==> config.mk <==
export PLATFORM = sky130hd
export DESIGN_NAME = raster_scan
export DESIGN_NICKNAME = d
export VERILOG_FILES = /design/src/hdl/scope_pkg.sv /design/src/hdl/raster_scan.sv
export SDC_FILE = /design/constraint.sdc
export NUM_CORES = 1
export LEC_CHECK = 0
export ABC_AREA = 1
export BUFFER_PORTS_ARGS = -buffer_cell sky130_fd_sc_hd__clkbuf_2
export CAP_MARGIN = 20
export CORE_UTILIZATION = 45
export CTS_CLUSTER_SIZE = 16
export DETAILED_ROUTE_END_ITERATION = 8
export PLACE_DENSITY = 0.71
export SETUP_SLACK_MARGIN = 0.3
export SLEW_MARGIN = 20
export SYNTH_ARGS = -nofsm -noshare
export SYNTH_HDL_FRONTEND = slang
export SYNTH_SLANG_ARGS = --single-unit
==> constraint.sdc <==
create_clock -name clk -period 1.5 [get_ports clk]
set_input_delay 0.3 -clock clk [delete_from_list [all_inputs] [get_ports clk]]
set_output_delay 0.3 -clock clk [all_outputs]
set_load 0.05 [all_outputs]
==> src/hdl/scope_pkg.sv <==
// shared widths, colours and display constants for the scrolling scope
// channel order everywhere is a0, a1, b0, b1
// chan_levels_t packs a0 in the top byte and b1 in the bottom byte
package scope_pkg;

	typedef logic [11:0] sample_t;
	typedef logic [7:0]  level_t;
	typedef logic [31:0] chan_levels_t;
	typedef logic [9:0]  coord_t;
	typedef logic [8:0]  col_addr_t;
	typedef logic [23:0] rgb_t;

	localparam int NUM_CHAN = 4;

	// window height and grid spacing, in lines
	localparam int V_HEIGHT    = 192;
	localparam int GRID_PITCH  = 32;
	localparam int GRID_PHASE  = 16;

	// lane shift added to the line offset before comparing with a level
	localparam int LANE_OFFSET [NUM_CHAN] = '{48, 16, -16, -48};

	// vsync falls per one second mark
	localparam int FRAMES_PER_MARK = 60;

	//////////////////////////////
	// colours
	//////////////////////////////
	localparam rgb_t COL_A0   = 24'hffffff;
	localparam rgb_t COL_A1   = 24'hff0000;
	localparam rgb_t COL_B0   = 24'h00ff00;
	localparam rgb_t COL_B1   = 24'h0000ff;
	localparam rgb_t COL_GRID = 24'h32006a;
	localparam rgb_t COL_BG   = 24'h1d1d1d;
	localparam rgb_t COL_OFF  = 24'h000000;

	// level of channel k (0 = a0) from a packed set of four
	function automatic level_t lane_level(chan_levels_t levels, int k);
		return levels[$bits(level_t) * (NUM_CHAN - 1 - k) +: $bits(level_t)];
	endfunction

endpackage
==> src/hdl/raster_scan.sv <==
// pixel and line counters from blank and vsync
// x_rel, y_rel and in_window are registered one clock after xcnt/ycnt
// offsets wrap outside the window, only meaningful with in_window set
`timescale 1ns/1ps

module raster_scan #(
	parameter int H_START = 8,
	parameter int H_END   = 39,
	parameter int V_START = 24
) (
	input  logic clk,
	input  logic reset,
	input  logic blank,
	input  logic vsync,
	output scope_pkg::coord_t x_rel,
	output scope_pkg::coord_t y_rel,
	output logic in_window
);

	logic blank_d1;
	scope_pkg::coord_t xcnt;
	scope_pkg::coord_t ycnt;

	always_ff @(posedge clk) begin
		if (reset) begin
			blank_d1  <= 1'b0;
			xcnt      <= '0;
			ycnt      <= '0;
			in_window <= 1'b0;
		end else begin
			blank_d1 <= blank;
			xcnt     <= blank ? '0 : xcnt + 1'b1;
			// one line per rise of blank
			if (vsync)
				ycnt <= '0;
			else if (blank & ~blank_d1)
				ycnt <= ycnt + 1'b1;
			in_window <= (xcnt >= H_START) && (xcnt <= H_END) &&
				(ycnt >= V_START) && (ycnt < V_START + scope_pkg::V_HEIGHT);
		end
	end

	always_ff @(posedge clk) begin
		x_rel <= xcnt - scope_pkg::coord_t'(H_START);
		y_rel <= ycnt - scope_pkg::coord_t'(V_START);
	end

endmodule

==> flow_metrics.env, run 1 <==
export IMPL_outcome="finished, final reports clean"
export IMPL_crit_chain="ha_2 -> nand2_1 -> nor3_1 -> nor2_1 -> nor2_1"
export IMPL_grt_pass1_vias=1150
export IMPL_yosysWarnings=0
export IMPL_min_period_over_period_pct=76.9
export IMPL_hold_viol=0
export IMPL_syn_area_um2=1650
export IMPL_critPathLaunchType="flop"
export IMPL_die_h_um=62.6
export IMPL_slew_violations=0
export IMPL_crit_family="simple AND/OR/NAND/NOR gates"
export IMPL_die_area_um2=3920
export IMPL_layout_cells_most_common_list="nand2_1, inv_1, dfxtp_1"
export IMPL_cts_root_buf="clkbuf_4"
export IMPL_design_area_um2=2160
export IMPL_regToRegStartpoint="ycnt[3]$_SDFFE_PP0P_"
export IMPL_worst_path_buf_inv=0
export IMPL_drt_initial_drc_count=46
export IMPL_cp_required_ns=1.79
export IMPL_area_delta_synth_final_pct=30.4
export IMPL_crit_fanout=6
export IMPL_hp_start="reset"
export IMPL_period_needed_ns=1.15
export IMPL_grt_pass1_wl_mm=4.86
export IMPL_ctsLongestPathBuffers=2
export IMPL_clock_fmax_mhz=867
export IMPL_criticalPathCategory="flop to flop"
export IMPL_initial_core_util_pct=48.4
export IMPL_hold_end="blank_d1$_SDFF_PP0_"
export IMPL_routed_via_density=4.80
export IMPL_fin_setup_tns_ns=0
export IMPL_ctsHoldBuffers=0
export IMPL_fin_skew_ns=0.00402
export IMPL_first_pass_iters=4
export IMPL_port_buffers=24
export IMPL_pin_count=25
export IMPL_drcViolationCount=0
export IMPL_die_w_um=62.6
export IMPL_core_rowCount=21
export IMPL_r2r_cells=5
export IMPL_syn_mean_instance_area_um2=8.43
export IMPL_rsz0062_at_grt="true"
export IMPL_layout_commonest_cell="nand2_1"
export IMPL_placed_area_um2=1830
export IMPL_drive_gt1_share_pct=35.7
export IMPL_cp_common_cell="nor2_1"
export IMPL_cts_buffers=5
export IMPL_via_count=1324
export IMPL_path_clk_slew_ns=0.11
export IMPL_critPathArrivalTime_ns=1.44
export IMPL_h_tree_depth=2
export IMPL_avgRoutedWirePerCell_um=10.8
export IMPL_worst_path_stages=5
export IMPL_synth_cell_types=22
export IMPL_worstReg2RegEnd="in_window$_SDFF_PP0_"
export IMPL_cts_tree="built"
export IMPL_tightest_slew_ns=0.430
export IMPL_clk_latency_ns=0.34
export IMPL_irDropWorstVdd_mv=0.484
export IMPL_syn_instance_count=196
export IMPL_grt_max_degree=13
export IMPL_drv_cap=0
export IMPL_antenna_found_initial=0
export IMPL_grt_overflow_total=0
export IMPL_ys_seq_elements=42
export IMPL_coreArea_um2=3420
export IMPL_grt_use_total_pct=16.3
export IMPL_final_setup_viol_count=0
export IMPL_num_nets_final=239
export IMPL_ys_seq_area_share_pct=50.9
export IMPL_wirelength_mm=2.98
export IMPL_slowest_stage="dfxtp_4"
export IMPL_min_path_type="primary input to flop"
export IMPL_hpwl_mm=2.05
export IMPL_slew_headroom_pct=71.3
export IMPL_p_per_area_nw_per_um2=819
export IMPL_holdPathStages=2
export IMPL_syn_num_nets=206
export IMPL_place_gp_congestion=0.779
export IMPL_clock_sinks=42
export IMPL_leakage_nw=0.882
export IMPL_detail_route_antenna_nets=0
export IMPL_crit_path_max_incr_delay_ns=0.39
export IMPL_antenna_cells=0
export IMPL_ff2ff_setup_slack_ns=0.35
export IMPL_crit_path_end_kind="flop"
## stage by stage
step	worst slack (ns)	hold slack, ns	std cells	power (mW)	util [%]
after floorplan	0.345	0.364	196	1.21	-
after global placement	0.319	0.385	266	1.23	53.6
after detailed placement	0.286	0.383	266	1.23	53.6
after CTS	0.267	0.166	274	1.80	60.2
after global routing	0.281	0.179	276	1.85	63.1
final	0.347	0.212	276	1.77	63.1
## worst reg2reg max path, delay by kind of cell (launching register included)
kind                     cells  cell delay, ns
flip-flops                   1            0.39
adder cells (fa/ha/maj)      1            0.21
AND/OR/NAND/NOR              4            0.49
## where the power goes
part	switching [mW]	internal, mW
registers	0.00922	1.12
clock network	0.334	0.227
logic	0.0498	0.0265
total	0.393	1.37
## synthesized netlist by cell type, drive strengths merged
cell	instances	share of area [%]
nor2	31	8.4
dfxtp	42	51
buf	1	0.45
o21ai	8	2.4
xor2	8	4.2
nor3	7	3.7
xnor2	2	1.1
nand4	2	0.76
nand2	25	5.8
or2	1	0.38
inv	31	7.0
a21oi	14	4.2
ha	6	4.5
nand3	18	6.1
## what timing repair did
item / CTS / global route
setup buffers: 0 / 2
resized for setup: 45 / 47
setup endpoints to repair: 27 / 29
pin swaps: 1 / 3
## how the worst max path moves through the flow
stage	from	end	slack (ns)
3_3_place_gp	ycnt[3]$_SDFFE_PP0P_	y_rel[9]$_DFF_P_	0.32
6_report	ycnt[3]$_SDFFE_PP0P_	in_window$_SDFF_PP0_	0.35
5_1_grt	xcnt[4]$_SDFF_PP0_	x_rel[9]$_DFF_P_	0.28
3_5_place_dp	ycnt[3]$_SDFFE_PP0P_	y_rel[9]$_DFF_P_	0.29
4_1_cts	y_rel[0]$_DFF_P_	y_rel[0]	0.27
2_1_floorplan	ycnt[3]$_SDFFE_PP0P_	y_rel[9]$_DFF_P_	0.35
## layer usage
layer	vias up	share of wire (%)	global-route usage (%)
li1	688	-	-
met1	604	48	20.5
met2	26	47	23.9
met3	6	3.6	6.02
met4	0	2.0	9.01
met5	-	0	0
## sequential cells by signal (all words and copies together) (netlist names)
register   count
y_rel         10
ycnt          10
blank_d1       1
x_rel         10
xcnt          10
in_window      1
## cell type report
cell class	count	area [µm²]
timing repair buffer	27	314
multi-input combinational	122	728
tap	46	57.6
clock buffer	7	55.1
inverter	31	119
fill	299	1260
sequential	42	877
clock inverter	1	5.00
## kinds of logic (layout without fill, tap and decap cells)
logic type / Yosys count / after routing / share of synthesized area, %
DFF: 42 / 42 / 50.9
and+or+nand+nor: 84 / 84 / 25.1
xor gates and xnor gates: 10 / 10 / 5.30
adders and majority gates: 6 / 6 / 4.54
buffers and inverters: 32 / 66 / 7.49
AOI/OAI and AO/OA: 22 / 22 / 6.66
Power figures use the tool's default switching activity.
==> run 2: changes to the inputs <==
- PLACE_DENSITY: 0.71 -> 0.74
- clock period: 1.5 -> 0.9 ns (I/O delays scaled with it)
==> flow_metrics.env, run 2 (synthesis results as in run 1) <==
export IMPL_outcome="finished, violations left"
export IMPL_violations="setup timing"
export IMPL_layout_cells_most_common_list="dfxtp_4, buf_4, buf_6"
export IMPL_leakage_nw=1.26
export IMPL_gr_max_usage_layer="met2"
export IMPL_tightest_slew_ns=0.222
export IMPL_clock_fmax_mhz=841
export IMPL_cts_tree="built"
export IMPL_die_w_um=62.6
export IMPL_fin_util_pct=92.3
export IMPL_grt_max_degree=13
export IMPL_met1_usage_pct=31.3
export IMPL_criticalPathCategory="flop to flop"
export IMPL_worst_path_buf_inv=0
export IMPL_pin_count=25
export IMPL_fin_skew_ns=0.00726
export IMPL_h_tree_depth=2
export IMPL_rsz0062_at_grt="true"
export IMPL_grt_use_total_pct=26.6
export IMPL_placed_area_um2=2310
export IMPL_crit_fanout=4
export IMPL_crit_family="simple AND/OR/NAND/NOR gates"
export IMPL_place_gp_congestion=0.832
export IMPL_grt_overflow_total=0
export IMPL_critPathLaunchType="flop"
export IMPL_detail_route_antenna_nets=0
export IMPL_crit_chain="ha_4 -> nand3_4 -> nor2_4 -> nand4_1 -> nand2_1 -> nor2_1"
export IMPL_cts_buffers=5
export IMPL_die_area_um2=3920
export IMPL_hold_viol=0
export IMPL_dp_cells=299
export IMPL_clk_latency_ns=0.36
export IMPL_coreArea_um2=3420
export IMPL_irDropWorstVdd_mv=0.921
export IMPL_crit_path_max_incr_delay_ns=0.42
export IMPL_path_clk_slew_ns=0.12
export IMPL_place_ws_ns=-0.178
export IMPL_slew_violations=0
export IMPL_fin_hold_ws_ns=0.0813
export IMPL_antenna_cells=0
export IMPL_min_period_over_period_pct=132
export IMPL_ctsLongestPathBuffers=2
export IMPL_initial_core_util_pct=48.4
export IMPL_die_h_um=62.6
export IMPL_via_count=1762
export IMPL_use_met3_pct=5.11
export IMPL_avgRoutedWirePerCell_um=19.7
export IMPL_design_area_um2=3150
export IMPL_period_needed_ns=1.19
export IMPL_drv_cap=0
export IMPL_critPathArrivalTime_ns=1.46
export IMPL_antenna_found_initial=0
export IMPL_grt_pass1_wl_mm=7.88
export IMPL_fin_setup_tns_ns=-8.39
export IMPL_final_cells=322
export IMPL_num_nets_final=285
export IMPL_cts_root_buf="clkbuf_4"
export IMPL_p_per_area_nw_per_um2=954
export IMPL_first_pass_iters=4
export IMPL_port_buffers=24
export IMPL_fillers=109
export IMPL_slowest_stage="dfxtp_4"
export IMPL_routed_via_density=5.47
export IMPL_drcViolationCount=0
export IMPL_slew_headroom_pct=85.2
export IMPL_layout_commonest_cell="dfxtp_4"
export IMPL_clock_sinks=42
export IMPL_wirelength_mm=6.33
export IMPL_core_rowCount=21
export IMPL_total_power_mw=3.01
export IMPL_min_path_type="primary input to flop"
export IMPL_final_setup_viol_count=52
export IMPL_crit_path_end_kind="flop"
export IMPL_use_met2_pct=46.7
export IMPL_area_delta_synth_final_pct=90.8
export IMPL_fin_ws_ns=-0.289
export IMPL_grt_pass1_vias=1601
export IMPL_hpwl_mm=2.60
export IMPL_drive_gt1_share_pct=68.8
export IMPL_drt_initial_drc_count=120
export IMPL_cp_required_ns=1.17
-- run 2: worst paths after layout --
check	cells past startpoint	slack, ns	end	from
max	6	-0.29	ycnt[8]$_SDFFE_PP0P_	ycnt[1]$_SDFFE_PP0P_
min	2	0.08	blank_d1$_SDFF_PP0_	reset
max reg2reg	6	-0.29	ycnt[8]$_SDFFE_PP0P_	ycnt[1]$_SDFFE_PP0P_
min reg2reg	0	0.41	x_rel[1]$_DFF_P_	xcnt[1]$_SDFF_PP0_
-- run 2: timing repair --
| action | in CTS | in global routing |
|---|---|---|
| pin swaps | 25 | 20 |
| endpoints found under the setup margin | 58 | 58 |
| hold endpoints to repair | 0 | 0 |
| gates resized for setup | 98 | 50 |
| buffers inserted | 2 | 13 |
| hold buffers | 0 | 0 |
-- run 2: worst reg2reg max path: cells and delay by family, from the launching register on --
kind | cells | cell delay (ns)
simple gates | 5 | 0.50
flops | 1 | 0.42
fa+ha+maj | 1 | 0.18
-- run 2: area by class of cell --
cell class / count / area (µm²) / share of cell area (%)
tap: 46 / 57.6 / 1.82
multi-input combinational: 122 / 1020 / 32.2
timing repair buffer: 73 / 933 / 29.6
clock buffer: 6 / 41.3 / 1.31
sequential: 42 / 966 / 30.6
inverter: 31 / 131 / 4.17
clock inverter: 2 / 8.76 / 0.278
-- run 2: power breakdown --
group | internal [mW] | switching (mW) | leakage (nW)
sequential | 1.79 | 0.0283 | 0.355
clock | 0.294 | 0.617 | 0.0297
combinational | 0.133 | 0.143 | 0.873
total | 2.22 | 0.788 | 1.26
-- run 2: layer usage --
metal	vias up	wire, µm	share of wire, %
met5	-	0	0
met4	0	259	4.1
met3	29	445	7.0
met2	93	3130	49
met1	860	2500	39
li1	780	-	-
==> run 3: changes to the inputs <==
- CORE_ASPECT_RATIO: not set -> 1.75
==> flow_metrics.env, run 3 (synthesis results as in run 1) <==
export IMPL_fin_skew_ns=0.00825
export IMPL_first_pass_iters=5
export IMPL_dp_cells=298
export IMPL_criticalPathCategory="flop to flop"
export IMPL_pin_count=25
export IMPL_min_path_type="primary input to flop"
export IMPL_ctsLongestPathBuffers=2
export IMPL_critPathArrivalTime_ns=1.54
export IMPL_num_nets_final=287
export IMPL_avgRoutedWirePerCell_um=24.4
export IMPL_drv_cap=0
export IMPL_layout_commonest_cell="dfxtp_4"
export IMPL_drcViolationCount=0
export IMPL_coreArea_um2=3430
export IMPL_drt_initial_drc_count=134
export IMPL_antenna_cells=0
export IMPL_crit_fanout=5
export IMPL_crit_path_end_kind="flop"
export IMPL_critPathLaunchType="flop"
export IMPL_ctsHoldBuffers=0
export IMPL_rsz0062_at_grt="true"
export IMPL_fillers=88
export IMPL_tightest_slew_ns=0.357
export IMPL_clk_latency_ns=0.31
export IMPL_total_power_mw=3.32
export IMPL_fin_hold_ws_ns=0.117
export IMPL_cts_root_buf="clkbuf_8"
export IMPL_grt_overflow_total=0
export IMPL_port_buffers=24
export IMPL_die_h_um=82.2
export IMPL_worst_path_buf_inv=1
export IMPL_clock_sinks=42
export IMPL_outcome="finished, violations left"
export IMPL_grt_use_total_pct=30.8
export IMPL_p_per_area_nw_per_um2=1020
export IMPL_violations="setup timing"
export IMPL_hpwl_mm=2.70
export IMPL_cts_buffers=5
export IMPL_min_period_over_period_pct=150
export IMPL_wirelength_mm=7.89
export IMPL_irDropWorstVdd_mv=1.39
export IMPL_grt_pass1_wl_mm=8.16
export IMPL_h_tree_depth=2
export IMPL_drive_gt1_share_pct=73.0
export IMPL_leakage_nw=1.32
export IMPL_via_count=1872
export IMPL_hold_viol=0
export IMPL_area_delta_synth_final_pct=97.7
export IMPL_period_needed_ns=1.35
export IMPL_detail_route_antenna_nets=0
export IMPL_path_clk_slew_ns=0.08
export IMPL_place_ws_ns=-0.193
export IMPL_routed_via_density=5.80
export IMPL_grt_max_degree=14
export IMPL_grt_pass1_vias=1689
export IMPL_slew_violations=0
export IMPL_design_area_um2=3270
export IMPL_fin_util_pct=95.2
export IMPL_die_area_um2=3930
export IMPL_core_rowCount=28
export IMPL_slew_headroom_pct=76.1
export IMPL_fin_ws_ns=-0.450
export IMPL_final_setup_viol_count=51
export IMPL_crit_path_max_incr_delay_ns=0.37
export IMPL_die_w_um=47.8
export IMPL_final_cells=323
export IMPL_crit_chain="inv_4 -> nand2_4 -> nor2_4 -> nand2_2 -> nor2_1 -> nor2_2"
export IMPL_placed_area_um2=2300
export IMPL_antenna_found_initial=0
export IMPL_cts_tree="built"
export IMPL_layout_cells_most_common_list="dfxtp_4, buf_4, buf_6"
export IMPL_initial_core_util_pct=48.1
export IMPL_crit_family="simple AND/OR/NAND/NOR gates"
export IMPL_place_gp_congestion=0.909
export IMPL_slowest_stage="dfxtp_4"
export IMPL_clock_fmax_mhz=741
export IMPL_cp_required_ns=1.09
export IMPL_fin_setup_tns_ns=-8.65
-- run 3: cell count changes in the layout (fill, tap and decap cells not counted), moves of 3 or more --
cell	delta
clkbuf_8	+5
nand3_4	+3
nand3_2	-3
clkbuf_4	-5
nor2_1	-4
nor2_2	+4
-- run 3: final timing paths --
| check | startpoint | end | slack [ns] | depth (start not counted) |
|---|---|---|---|---|
| worst max register to register | blank_d1$_SDFF_PP0_ | ycnt[7]$_SDFFE_PP0P_ | -0.45 | 6 |
| worst min register to register | ycnt[2]$_SDFFE_PP0P_ | y_rel[2]$_DFF_P_ | 0.42 | 0 |
| worst min-delay path | reset | blank_d1$_SDFF_PP0_ | 0.12 | 2 |
| worst max-delay path | blank_d1$_SDFF_PP0_ | ycnt[7]$_SDFFE_PP0P_ | -0.45 | 6 |
-- run 3: final cells by class --
type | instances | area, µm² | area share (%)
Tap cell | 45 | 56.3 | 1.72
Sequential cell | 42 | 966 | 29.6
Timing Repair Buffer | 75 | 941 | 28.8
Inverter | 31 | 129 | 3.94
Clock inverter | 3 | 16.3 | 0.498
Clock buffer | 5 | 68.8 | 2.11
Multi-Input combinational cell | 122 | 1090 | 33.4
-- run 3: worst reg2reg max path: stages (launching register included) --
cell	delay, ns
dfxtp_4	0.37
inv_4	0.08
nand2_4	0.07
nor2_4	0.23
nand2_2	0.12
nor2_1	0.27
nor2_2	0.09
-- run 3: routing by layer --
| layer | GRT usage (%) | up-vias | part of all wire (%) |
|---|---|---|---|
| met5 | 0 | - | 0 |
| met4 | 20.0 | 0 | 6.7 |
| met3 | 8.48 | 47 | 6.0 |
| met2 | 53.5 | 114 | 52 |
| met1 | 29.7 | 926 | 35 |
| li1 | - | 785 | - |
-- run 3: timing repair --
item,in CTS,in global routing
pin swaps,29,27
resized for setup,103,59
endpoints found under the hold margin,0,0
setup endpoints to repair,58,59
buffers inserted,8,9
gates cloned,0,0
-- run 3: power by group --
group	total (mW)	switching [mW]	leakage, nW	internal [mW]
Clock	1.23	0.696	0.0416	0.532
Sequential	1.82	0.0290	0.355	1.79
Combinational	0.271	0.148	0.920	0.123
