$ cat src/hdl/scope_pkg.sv
// shared widths, colours and display constants for the scrolling scope
// channel order everywhere is a0, a1, b0, b1
// chan_levels_t packs a0 in the top byte and b1 in the bottom byte
package scope_pkg;

	typedef logic [11:0] sample_t;
	typedef logic [7:0]  level_t;
	typedef logic [31:0] chan_levels_t;
	typedef logic [9:0]  coord_t;
	typedef logic [8:0]  col_addr_t;
	typedef logic [23:0] rgb_t;

	localparam int NUM_CHAN = 4;

	// window height and grid spacing, in lines
	localparam int V_HEIGHT    = 192;
	localparam int GRID_PITCH  = 32;
	localparam int GRID_PHASE  = 16;

	// lane shift added to the line offset before comparing with a level
	localparam int LANE_OFFSET [NUM_CHAN] = '{48, 16, -16, -48};

	// vsync falls per one second mark
	localparam int FRAMES_PER_MARK = 60;

	//////////////////////////////
	// colours
	//////////////////////////////
	localparam rgb_t COL_A0   = 24'hffffff;
	localparam rgb_t COL_A1   = 24'hff0000;
	localparam rgb_t COL_B0   = 24'h00ff00;
	localparam rgb_t COL_B1   = 24'h0000ff;
	localparam rgb_t COL_GRID = 24'h32006a;
	localparam rgb_t COL_BG   = 24'h1d1d1d;
	localparam rgb_t COL_OFF  = 24'h000000;

	// level of channel k (0 = a0) from a packed set of four
	function automatic level_t lane_level(chan_levels_t levels, int k);
		return levels[$bits(level_t) * (NUM_CHAN - 1 - k) +: $bits(level_t)];
	endfunction

endpackage
$ cat src/hdl/pixel_render.sv
// bar, grid and background decision, colour registered
// y_rel and in_window are delayed one clock to meet the buffer read data
// priority a0, a1, b0, b1, grid, background
`timescale 1ns/1ps

module pixel_render (
	input  logic clk,
	input  logic reset,
	input  scope_pkg::coord_t y_rel,
	input  logic in_window,
	input  scope_pkg::chan_levels_t col_mins,
	input  scope_pkg::chan_levels_t col_maxs,
	input  logic col_mark,
	output scope_pkg::rgb_t rgb
);

	scope_pkg::coord_t y_d;
	logic win_d;
	logic grid;
	logic [scope_pkg::NUM_CHAN-1:0] lit;
	scope_pkg::rgb_t rgb_next;

	// line up with the read data
	always_ff @(posedge clk) begin
		y_d <= y_rel;
	end

	//////////////////////////////
	// per-channel bars
	//////////////////////////////
	always_comb begin
		for (int k = 0; k < scope_pkg::NUM_CHAN; k++) begin
			int pos;
			pos = int'(y_d) + scope_pkg::LANE_OFFSET[k];
			lit[k] = (int'(scope_pkg::lane_level(col_mins, k)) <= pos) &&
				(int'(scope_pkg::lane_level(col_maxs, k)) >= pos);
		end
	end

	// vertical line on marked columns, horizontal every GRID_PITCH lines
	assign grid = col_mark | ((y_d % scope_pkg::GRID_PITCH) == scope_pkg::GRID_PHASE);

	always_comb begin
		if (!win_d)
			rgb_next = scope_pkg::COL_OFF;
		else if (lit[0])
			rgb_next = scope_pkg::COL_A0;
		else if (lit[1])
			rgb_next = scope_pkg::COL_A1;
		else if (lit[2])
			rgb_next = scope_pkg::COL_B0;
		else if (lit[3])
			rgb_next = scope_pkg::COL_B1;
		else if (grid)
			rgb_next = scope_pkg::COL_GRID;
		else
			rgb_next = scope_pkg::COL_BG;
	end

	//////////////////////////////
	// output register
	//////////////////////////////
	always_ff @(posedge clk) begin
		if (reset) begin
			win_d <= 1'b0;
			rgb   <= scope_pkg::COL_OFF;
		end else begin
			win_d <= in_window;
			rgb   <= rgb_next;
		end
	end

endmodule

$ cat config.mk
export PLATFORM = sky130hd
export DESIGN_NAME = pixel_render
export DESIGN_NICKNAME = d
export VERILOG_FILES = /design/src/hdl/scope_pkg.sv /design/src/hdl/pixel_render.sv
export SDC_FILE = /design/constraint.sdc
export NUM_CORES = 1
export LEC_CHECK = 0
export ABC_AREA = 1
export BUFFER_PORTS_ARGS = -buffer_cell sky130_fd_sc_hd__clkbuf_2
export CAP_MARGIN = 20
export CORE_MARGIN = 4
export CORE_UTILIZATION = 38
export CTS_CLUSTER_DIAMETER = 120
export CTS_CLUSTER_SIZE = 16
export DETAILED_ROUTE_END_ITERATION = 8
export PLACE_DENSITY = 0.72
export SLEW_MARGIN = 0
export SYNTH_ARGS = -nofsm -noshare
export SYNTH_HDL_FRONTEND = slang
export SYNTH_SLANG_ARGS = --single-unit
$ cat constraint.sdc
create_clock -name clk -period 2.3 [get_ports clk]
set_input_delay 0.69 -clock clk [delete_from_list [all_inputs] [get_ports clk]]
set_output_delay 0.69 -clock clk [all_outputs]
set_load 0.05 [all_outputs]
==> impl_metrics.csv, run 1 <==
group,metric,value,unit
outcome,status,"completed",
logic_synthesis,syn_inst,373,
logic_synthesis,synth_flop_cell,"dfxtp_1",
worst_setup_path,start_kind,"flip-flop",
worst_setup_path,crit_start,"y_d[4]",
pwr,p_leak,2.00,nW
placement,routabilityCongestion,0.881,
timing,min_period,2.18,ns
worst_setup_path,slowest_stage,"dfxtp_4",
timing,relSlewSlack,56.4,%
pwr,power_density,376,mW/mm^2
die,core,0.00646,mm^2
pwr,peakVddDrop,445,uV
logic_synthesis,synthMuxAreaShare,0,%
routing,routed_wl,6.59,mm
clock_tree,htreeDepth,1,
clock_tree,cts_made_buffers,3,
routing,first_iter_violations,80,
logic_synthesis,ys_warn_count,0,
routing,via_count,2537,
logic_synthesis,ys_ff_latch,21,
logic_synthesis,ys_top_cells_by_area,"ha_1 (32%), dfxtp_1 (16%), nand2_1 (15%)",
logic_synthesis,synth-simple-area-share,26.3,%
timing,timing.fmax,0.458,GHz
timing,drv_slew,0,
timing,tightestPinTransition,0.651,ns
worst_setup_path,path_cells,"inv_2, ha_4, inv_1, nor2_1, nor2_1, inv_2, ha_4, nand2_2, nor2_2, nand2_1, nand2_1, nand2_2, a21oi_4, nand2_1, nand2_1, nand2_2, o21ai_0",
run,maxCapViolCount,0,
logic_synthesis,synth.net_count,517,
worst_setup_path,worst-path-buf-inv,3,
layout,antenna_cells,0,
hold_path,hold_class,"input pin to flip-flop",
worst_setup_path,critical_path_class,"flip-flop to flip-flop",
worst_setup_path,cp.arrival,2.38,ns
logic_synthesis,synth_common_cells,"nand2_1 (105), ha_1 (66), inv_1 (58), nor2_1 (32), a21oi_1 (23)",
routing,post-route-drc-count,0,
timing,hold_viol,0,
worst_setup_path,cp-end-kind,"flip-flop",
worst_setup_path,max_stage_delay,0.40,ns
hold_path,min-delay-start,"y_rel[1]",
layout,syn_to_final_growth,29.2,%
clock_tree,cts_root_buf,"clkbuf_8",
routing,avgViaCountPerCell,4.62,
timing,hold_ws,0.526,ns
timing,setup_viol,0,
die,die_x,90.1,um
die,die_area,0.00811,mm^2
logic_synthesis,yosysTopAreaCellShare,32.3,%
logic_synthesis,yosysSeqAreaShare,16.4,%
layout,drive_gt1_share,30.5,%
worst_setup_path,required,2.49,ns
logic_synthesis,synth.most_common_cell,"nand2_1",
die,die_y,90.1,um
clock_tree,clockBufferDepth,2,
pwr,pwr-share-comb,48.8,%
placement,port_buffers,101,
timing,finalClockSkew,0.00462,ns
routing,wl_per_cell,12.0,um
grt,gr-total-overflow,0,
timing,fin_ws,0.118,ns
placement,preCtsSetupSlack,-0.0250,ns
logic_synthesis,synthDistinctLibCells,24,
die,start_util,39.6,%
die,num_rows,29,
placement,dp.final_hpwl,5.50,mm
clock_tree,tritoncts,"built",
logic_synthesis,synthAdderAreaFrac,32.3,%
logic_synthesis,synth_edf_count,0,
logic_synthesis,avgSynthCellArea,6.86,um^2
grt,grt_use_total,15.8,%
logic_synthesis,synth-compound-area-share,9.19,%
worst_setup_path,worstPathMaxFanout,6,
die,ios,102,
pwr,clkPwrFrac,19.1,%
layout,finalInstanceArea,0.00331,mm^2
grt,grt_pass1_vias,2452,
layout,fin_nets,617,
clock_tree,clk_latency,0.26,ns
clock_tree,clock-sinks,21,
logic_synthesis,synth_xor_xnor_area_share,2.74,%
worst_setup_path,cp_common_cell,"nand2_1",
routing,ant_nets,0,
grt,grt_max_degree,13,
routing,dr.pass1.iters,4,
grt,grt_pass1_wl,10.7,mm
logic_synthesis,synth_largest_area_cell,"ha_1",
worst_setup_path,path_delay_family,"simple AND/OR/NAND/NOR gates",
grt,antenna_found_initial,0,
pwr,seqPwrFrac,32.1,%
pwr,intPower,0.751,mW
clock_tree,clkSlewWorstSetupHoldPaths,0.07,ns
pwr,switchingPower,0.494,mW
worst_setup_path,r2r_start,"y_d[4]",
logic_synthesis,async_flop_share,0,%
logic_synthesis,synth_top_family_by_area,"adder cells",
pwr,switching_share,39.7,%
logic_synthesis,synth_area,0.00256,mm^2
timing,layout_worst_path_cycle_share,94.9,%
placement,post_dp_cell_area,0.00311,mm^2
-- power by group through the flow --
stage | Combinational, mW | Sequential, mW | Clock, mW
floorplan | 0.373 | 0.430 | 0
detailed placement | 0.565 | 0.407 | 0
global placement | 0.548 | 0.406 | 0
finish | 0.607 | 0.399 | 0.238
CTS | 0.574 | 0.398 | 0.244
global route | 0.695 | 0.402 | 0.259
-- worst reg2reg max path, delay by kind of cell, from the launching register on --
| family | cells | cell delay, ns |
|---|---|---|
| simple gates | 10 | 0.76 |
| fa+ha+maj | 2 | 0.45 |
| flops | 1 | 0.40 |
| compound gates | 2 | 0.29 |
| buf+inv | 3 | 0.21 |
-- state kept, by name, summed over array words and instances (netlist names) --
register  cells
win_d         1
rgb          10
y_d          10
-- through the flow --
stage	TNS (ns)	total power, mW	util (%)	instances
2_1_floorplan	0	0.802	-	373
3_3_place_gp	0	0.954	48.1	544
3_5_place_dp	-0.0703	0.971	48.1	544
4_1_cts	0	1.22	49.2	548
5_1_grt	-0.116	1.36	51.2	549
6_report	0	1.24	51.2	549
-- layer usage --
metal | up-vias | wire (um) | track usage (%)
met4 | 0 | 72 | 3.44
met5 | - | 0 | 0
met3 | 7 | 302 | 2.59
met2 | 65 | 3230 | 29.4
met1 | 1080 | 2990 | 19.1
li1 | 1385 | - | -
-- final timing paths --
check / to / depth (start not counted) / slack (ns)
worst max-delay path: rgb[19] / 17 / 0.12
worst min-delay path: y_d[1] / 1 / 0.53
worst max register to register: rgb[19] / 17 / 0.12
worst min register to register: rgb[22] / 4 / 0.69
-- kinds of logic (layout without fill, tap and decap cells) --
logic type,Yosys count,count (layout)
AND/OR/NAND/NOR,164,164
buffers and inverters,73,172
adder cells (fa/ha/maj),66,66
AO/OA/AOI/OAI,41,41
flip-flops,21,21
XOR/XNOR,8,8
-- cell type report --
cell class | instances | area (um^2)
fill | 655 | 3150
tap | 77 | 96.3
inverter | 58 | 218
multi-input combinational | 279 | 1940
clock inverter | 1 | 5.00
sequential | 21 | 428
clock buffer | 3 | 41.3
timing repair buffer | 110 | 577
-- cell usage in the layout, fill, tap and decap left out, types with 2 or more instances in the layout --
cell type,count
xor2_2,2
xor2_1,6
nand3_4,2
o21a_1,3
a21o_1,5
clkbuf_8,3
dfxtp_4,2
o21bai_1,2
nand2_2,7
nand4_1,4
a21oi_1,20
o21ai_0,3
ha_4,4
clkbuf_2,101
buf_4,8
dfxtp_1,19
inv_2,2
nand3b_1,4
nand2_1,99
ha_1,62
o21ai_1,3
inv_1,56
nor2_1,29
nand3_1,11
nor2_2,5
a21oi_2,3
-- what timing repair did --
action	CTS	global route
resized for setup	3	30
setup endpoints to repair	5	10
setup buffers	0	1
pin swaps	0	14
hold buffers	0	0
Note: power is estimated with default switching activity, not from simulation.
==> run 2: changes to the inputs <==
--- a/config.mk
+++ b/config.mk
@@ -13,7 +13,7 @@
 export CTS_CLUSTER_DIAMETER = 120
 export CTS_CLUSTER_SIZE = 16
 export DETAILED_ROUTE_END_ITERATION = 8
-export PLACE_DENSITY = 0.72
+export PLACE_DENSITY = 0.69
 export SLEW_MARGIN = 0
 export SYNTH_ARGS = -nofsm -noshare
 export SYNTH_HDL_FRONTEND = slang
==> constraint.sdc (replaced) <==
create_clock -name clk -period 2.5 [get_ports clk]
set_input_delay 0.75 -clock clk [delete_from_list [all_inputs] [get_ports clk]]
set_output_delay 0.75 -clock clk [all_outputs]
set_load 0.05 [all_outputs]
==> run 2 against run 1 <==
  * Via count about the same
  * Design area is 3.3% lower
  * Critical path type unchanged
  * Critical endpoint unchanged
  * First-iteration DRC count increased by 35%
  * Sequential cell count did not move
  * Sequential share of layout area is 0.37 points higher
  * Routed wire length decreased by 1.9%
  * Count of clock-buffer cells in the layout is the same
  * Global-route usage grew 0.094 points
==> impl_metrics.csv, run 2 (synthesized netlist as in run 1, its figures left out) <==
group,metric,value,unit
outcome,status,"completed",
timing,rsz0062_at_grt,"no",
placement,preCtsSetupSlack,0.0555,ns
worst_setup_path,worstReg2RegEnd,"rgb[19]",
die,core,0.00646,mm^2
clock_tree,tritoncts,"built",
clock_tree,ctsHoldBuffers,0,
layout,seqCellArea,425,um^2
timing,setup_tns,0,ns
placement,port_buffers,101,
worst_setup_path,critical_path_class,"flip-flop to flip-flop",
clock_tree,clkSlewWorstSetupHoldPaths,0.07,ns
layout,syn_to_final_growth,24.9,%
run,maxCapViolCount,0,
timing,setup_viol,0,
grt,grt_use_total,15.9,%
grt,gr-total-overflow,0,
placement,dp.final_hpwl,5.51,mm
pwr,power_density,347,mW/mm^2
clock_tree,htreeDepth,1,
layout,nFillCells,656,
worst_setup_path,cp_common_cell,"nand2_1",
worst_setup_path,required,2.69,ns
layout,antenna_cells,0,
worst_setup_path,worst-path-buf-inv,3,
layout,finalInstanceArea,0.00320,mm^2
worst_setup_path,r2r_slack,0.22,ns
pwr,p_leak,1.98,nW
routing,via_count,2538,
routing,first_iter_violations,108,
layout,drive_gt1_share,27.7,%
hold_path,min-delay-start,"y_rel[2]",
hold_path,hold_end,"y_d[2]",
clock_tree,clockBufferDepth,2,
worst_setup_path,path_cells,"inv_1, ha_2, inv_1, nor2_1, nor2_2, inv_1, ha_1, nand2_1, a21oi_2, nor2_1, nand2_1, nand2_1, a21oi_2, nand2_1, nand2_1, nand2_2, o21ai_1",
timing,tightestPinTransition,0.585,ns
grt,grt_max_degree,13,
layout,final_cell_mix,"nand2_1 (104), clkbuf_2 (101), ha_1 (64), inv_1 (58), nor2_1 (29)",
clock_tree,clk_latency,0.26,ns
worst_setup_path,start_kind,"flip-flop",
clock_tree,cts_root_buf,"clkbuf_8",
die,die_x,90.1,um
worst_setup_path,cp-end-kind,"flip-flop",
hold_path,hold_class,"input pin to flip-flop",
clock_tree,cts_made_buffers,3,
die,start_util,39.6,%
worst_setup_path,cp.arrival,2.47,ns
layout,final_common_cell,"nand2_1",
timing,timing.fmax,0.439,GHz
timing,hold_viol,0,
routing,dr.pass1.iters,4,
routing,avgViaCountPerCell,4.64,
grt,grt_pass1_wl,10.9,mm
layout,reg_top3,"rgb (10), y_d (10), win_d (1)",
die,die_area,0.00811,mm^2
routing,post-route-drc-count,0,
worst_setup_path,slowest_stage,"dfxtp_4",
clock_tree,clock-sinks,21,
worst_setup_path,worstPathMaxFanout,5,
pwr,peakVddDrop,457,uV
timing,finalClockSkew,0.00481,ns
die,ios,102,
grt,antenna_found_initial,0,
routing,ant_nets,0,
die,num_rows,29,
timing,min_period,2.28,ns
worst_setup_path,worstRegToRegCells,17,
timing,relSlewSlack,60.9,%
placement,post_dp_cell_area,0.00308,mm^2
worst_setup_path,max_stage_delay,0.37,ns
die,die_y,90.1,um
layout,multiInputGateArea,0.00185,mm^2
pwr,p_total,1.11,mW
routing,wl_per_cell,11.8,um
hold_path,hold_depth,1,
placement,routabilityCongestion,0.848,
timing,layout_worst_path_cycle_share,91.2,%
worst_setup_path,path_delay_family,"simple AND/OR/NAND/NOR gates",
timing,drv_slew,0,
worst_setup_path,r2r_start,"y_d[4]",
routing,routed_wl,6.46,mm
timing,fin_ws,0.221,ns
grt,grt_pass1_vias,2452,
layout,fin_nets,615,
-- run 2: through the flow --
stage / instances / hold slack, ns / utilization, %
final: 547 / 0.586 / 49.5
after detailed placement: 540 / 0.648 / 47.6
after floorplan: 373 / 0.580 / -
after CTS: 544 / 0.583 / 48.3
after global placement: 540 / 0.628 / 47.6
after global routing: 547 / 0.574 / 49.5
-- run 2: layout make-up --
| cell class | instances | share of cell area [%] |
|---|---|---|
| clock inverters | 1 | 0.156 |
| well taps | 77 | 3.01 |
| inverters | 58 | 6.81 |
| flip-flops and latches | 21 | 13.3 |
| multi-input cells | 279 | 58.0 |
| repair buffers | 108 | 17.4 |
| clock buffers | 3 | 1.29 |
-- run 2: worst max-delay path by stage --
| stage | startpoint | endpoint | slack, ns | cells after the start |
|---|---|---|---|---|
| 2_1_floorplan | y_d[4] | rgb[4] | 0.17 | 15 |
| 3_3_place_gp | y_d[4] | rgb[6] | 0.18 | 15 |
| 3_5_place_dp | y_d[4] | rgb[7] | 0.06 | 15 |
| 4_1_cts | y_d[4] | rgb[7] | 0.03 | 15 |
| 5_1_grt | y_d[4] | rgb[19] | 0.0003 | 17 |
| 6_report | y_d[4] | rgb[19] | 0.22 | 17 |
-- run 2: per-layer routing --
metal	routed length [um]	vias to the layer above	track usage (%)	share of wire, %
li1	-	1384	-	-
met1	3010	1072	20.8	47
met2	2950	72	26.8	46
met3	392	10	3.17	6.1
met4	117	0	4.08	1.8
met5	0	-	0	0
-- run 2: worst reg2reg max path: stages (launching register included) --
cell and delay [ns]:
dfxtp_4 0.37, inv_1 0.06, ha_2 0.20, inv_1 0.05, nor2_1 0.04, nor2_2 0.12
inv_1 0.07, ha_1 0.29, nand2_1 0.11, a21oi_2 0.14, nor2_1 0.06, nand2_1 0.05
nand2_1 0.07, a21oi_2 0.21, nand2_1 0.09, nand2_1 0.09, nand2_2 0.07, o21ai_1 0.10
-- run 2: power breakdown --
| part | total, mW | internal [mW] | switching, mW |
|---|---|---|---|
| logic | 0.526 | 0.213 | 0.313 |
| clock network | 0.217 | 0.111 | 0.106 |
| registers | 0.368 | 0.351 | 0.0170 |
| total | 1.11 | 0.675 | 0.436 |
-- run 2: timing repair --
item,4_1_cts,5_1_grt
buffers inserted,0,3
resized for setup,0,17
endpoints found under the setup margin,0,10
==> run 3: changes to the inputs <==
--- a/config.mk
+++ b/config.mk
@@ -9,11 +9,11 @@
 export BUFFER_PORTS_ARGS = -buffer_cell sky130_fd_sc_hd__clkbuf_2
 export CAP_MARGIN = 20
 export CORE_MARGIN = 4
-export CORE_UTILIZATION = 38
+export CORE_UTILIZATION = 30
 export CTS_CLUSTER_DIAMETER = 120
 export CTS_CLUSTER_SIZE = 16
 export DETAILED_ROUTE_END_ITERATION = 8
-export PLACE_DENSITY = 0.69
+export PLACE_DENSITY = 0.58
 export SLEW_MARGIN = 0
 export SYNTH_ARGS = -nofsm -noshare
 export SYNTH_HDL_FRONTEND = slang
==> run 3 against run 2 <==
  * Sequential power is essentially flat
  * Hold slack better by 0.0078 ns
  * Power decreased by 0.98%
  * Critical endpoint unchanged
==> impl_metrics.csv, run 3 (synthesized netlist as in run 1, its figures left out) <==
group,metric,value,unit
routing,via_count,2538,
placement,routabilityCongestion,0.851,
run,maxCapViolCount,0,
grt,grt_pass1_wl,10.7,mm
clock_tree,cts_root_buf,"clkbuf_8",
routing,dr.pass1.iters,4,
worst_setup_path,worstRegToRegCells,12,
die,die_x,100,um
worst_setup_path,start_kind,"flip-flop",
hold_path,hold_depth,1,
pwr,power_density,343,mW/mm^2
grt,antenna_found_initial,0,
layout,reg_top3,"rgb (10), y_d (10), win_d (1)",
timing,hold_viol,0,
timing,layout_worst_path_cycle_share,90.6,%
die,die_y,100,um
worst_setup_path,max_stage_delay,0.34,ns
timing,setup_tns,0,ns
routing,routed-wl-met3,327,um
clock_tree,tritoncts,"built",
worst_setup_path,path_depth,12,
grt,gr-total-overflow,0,
die,num_rows,33,
routing,post-route-drc-count,0,
routing,highest_layer,"met4",
layout,final_common_cell,"nand2_1",
worst_setup_path,path_cells,"buf_4, o21ai_0, xor2_1, ha_1, nand2_1, inv_1, a31oi_1, a21oi_2, nand2_1, nand2_1, nand2_1, o21ai_0",
placement,port_buffers,101,
timing,setup_viol,0,
timing,timing.fmax,0.441,GHz
clock_tree,htreeDepth,1,
die,ios,102,
layout,drive_gt1_share,26.9,%
clock_tree,clk_latency,0.25,ns
timing,min_period,2.27,ns
die,die_area,0.0101,mm^2
layout,multiInputGateArea,0.00184,mm^2
routing,avgViaCountPerCell,4.43,
layout,fin_util,38.8,%
layout,seqCellArea,424,um^2
grt,grt_use_total,13.2,%
timing,drv_slew,0,
routing,wl_per_cell,11.7,um
worst_setup_path,cp-end-kind,"flip-flop",
die,core,0.00826,mm^2
layout,antenna_cells,0,
worst_setup_path,cp.arrival,2.41,ns
die,start_util,31.0,%
worst_setup_path,worst-path-buf-inv,2,
clock_tree,cts_made_buffers,3,
pwr,peakVddDrop,286,uV
routing,wl_met1,2.94,mm
layout,nFillCells,901,
worst_setup_path,path_delay_family,"compound AO/OA/AOI/OAI gates",
grt,grt_max_degree,13,
grt,grt_pass1_vias,2463,
layout,syn_to_final_growth,25.1,%
hold_path,hold_class,"input pin to flip-flop",
layout,fin_nets,613,
routing,ant_nets,0,
clock_tree,clockBufferDepth,2,
pwr,p_leak,1.98,nW
worst_setup_path,worstPathMaxFanout,6,
clock_tree,ctsHoldBuffers,0,
outcome,status,"completed",
worst_setup_path,slowest_stage,"dfxtp_2",
timing,relSlewSlack,65.0,%
worst_setup_path,critical_path_class,"flip-flop to flip-flop",
worst_setup_path,cp_common_cell,"nand2_1",
placement,dp.final_hpwl,5.91,mm
routing,routed_wl,6.71,mm
routing,wl_met2,3.42,mm
timing,rsz0062_at_grt,"no",
clock_tree,clock-sinks,21,
timing,tightestPinTransition,0.525,ns
routing,first_iter_violations,81,
layout,final_cell_mix,"nand2_1 (104), clkbuf_2 (101), ha_1 (66), inv_1 (58), nor2_1 (29)",
timing,finalClockSkew,0.00107,ns
clock_tree,clkSlewWorstSetupHoldPaths,0.07,ns
worst_setup_path,required,2.64,ns
## run 3: cell count changes in the layout (fill, tap and decap cells not counted), moves of 2 or more
cell and delta:
ha_2 -2, ha_1 +2, o21ai_0 +2, buf_4 -2, dfxtp_2 +2, o21ai_1 -2
## run 3: final timing paths
check           start  endpoint  slack [ns]
min          y_rel[0]    y_d[0]        0.59
min reg2reg     win_d   rgb[22]        0.66
max            y_d[4]   rgb[19]        0.23
max reg2reg    y_d[4]   rgb[19]        0.23
## run 3: layer usage
| layer | track usage (%) | vias up |
|---|---|---|
| li1 | - | 1380 |
| met1 | 16.7 | 1089 |
| met2 | 24.4 | 67 |
| met3 | 1.88 | 2 |
| met4 | 1.24 | 0 |
| met5 | 0 | - |
## run 3: per-stage QoR
| step | hold slack [ns] | power, mW | std cells | cell area [um^2] | setup slack (ns) |
|---|---|---|---|---|---|
| after floorplan | 0.580 | 0.738 | 373 | 2560 | 0.171 |
| after global placement | 0.647 | 0.881 | 568 | 3110 | 0.164 |
| after detailed placement | 0.653 | 0.894 | 568 | 3110 | 0.114 |
| after CTS | 0.588 | 1.11 | 572 | 3160 | 0.0950 |
| after global routing | 0.582 | 1.21 | 573 | 3200 | 0.0262 |
| final | 0.594 | 1.10 | 573 | 3200 | 0.234 |
## run 3: report_power, final
part | internal, mW | switching (mW) | leakage [nW] | total, mW
registers | 0.352 | 0.0177 | 0.174 | 0.369
clock network | 0.111 | 0.101 | 0.0255 | 0.211
logic | 0.210 | 0.310 | 1.78 | 0.519
## run 3: area by class of cell
cell class                      count  area share, %
Timing Repair Buffer              106           17.0
Clock buffer                        3           1.29
Tap cell                          105           4.10
Sequential cell                    21           13.2
Clock inverter                      1          0.156
Inverter                           58           6.80
Multi-Input combinational cell    279           57.4
## run 3: repair_timing
action | in CTS | in global routing
setup endpoints to repair | 0 | 10
buffers inserted | 0 | 1
gates resized for setup | 0 | 11
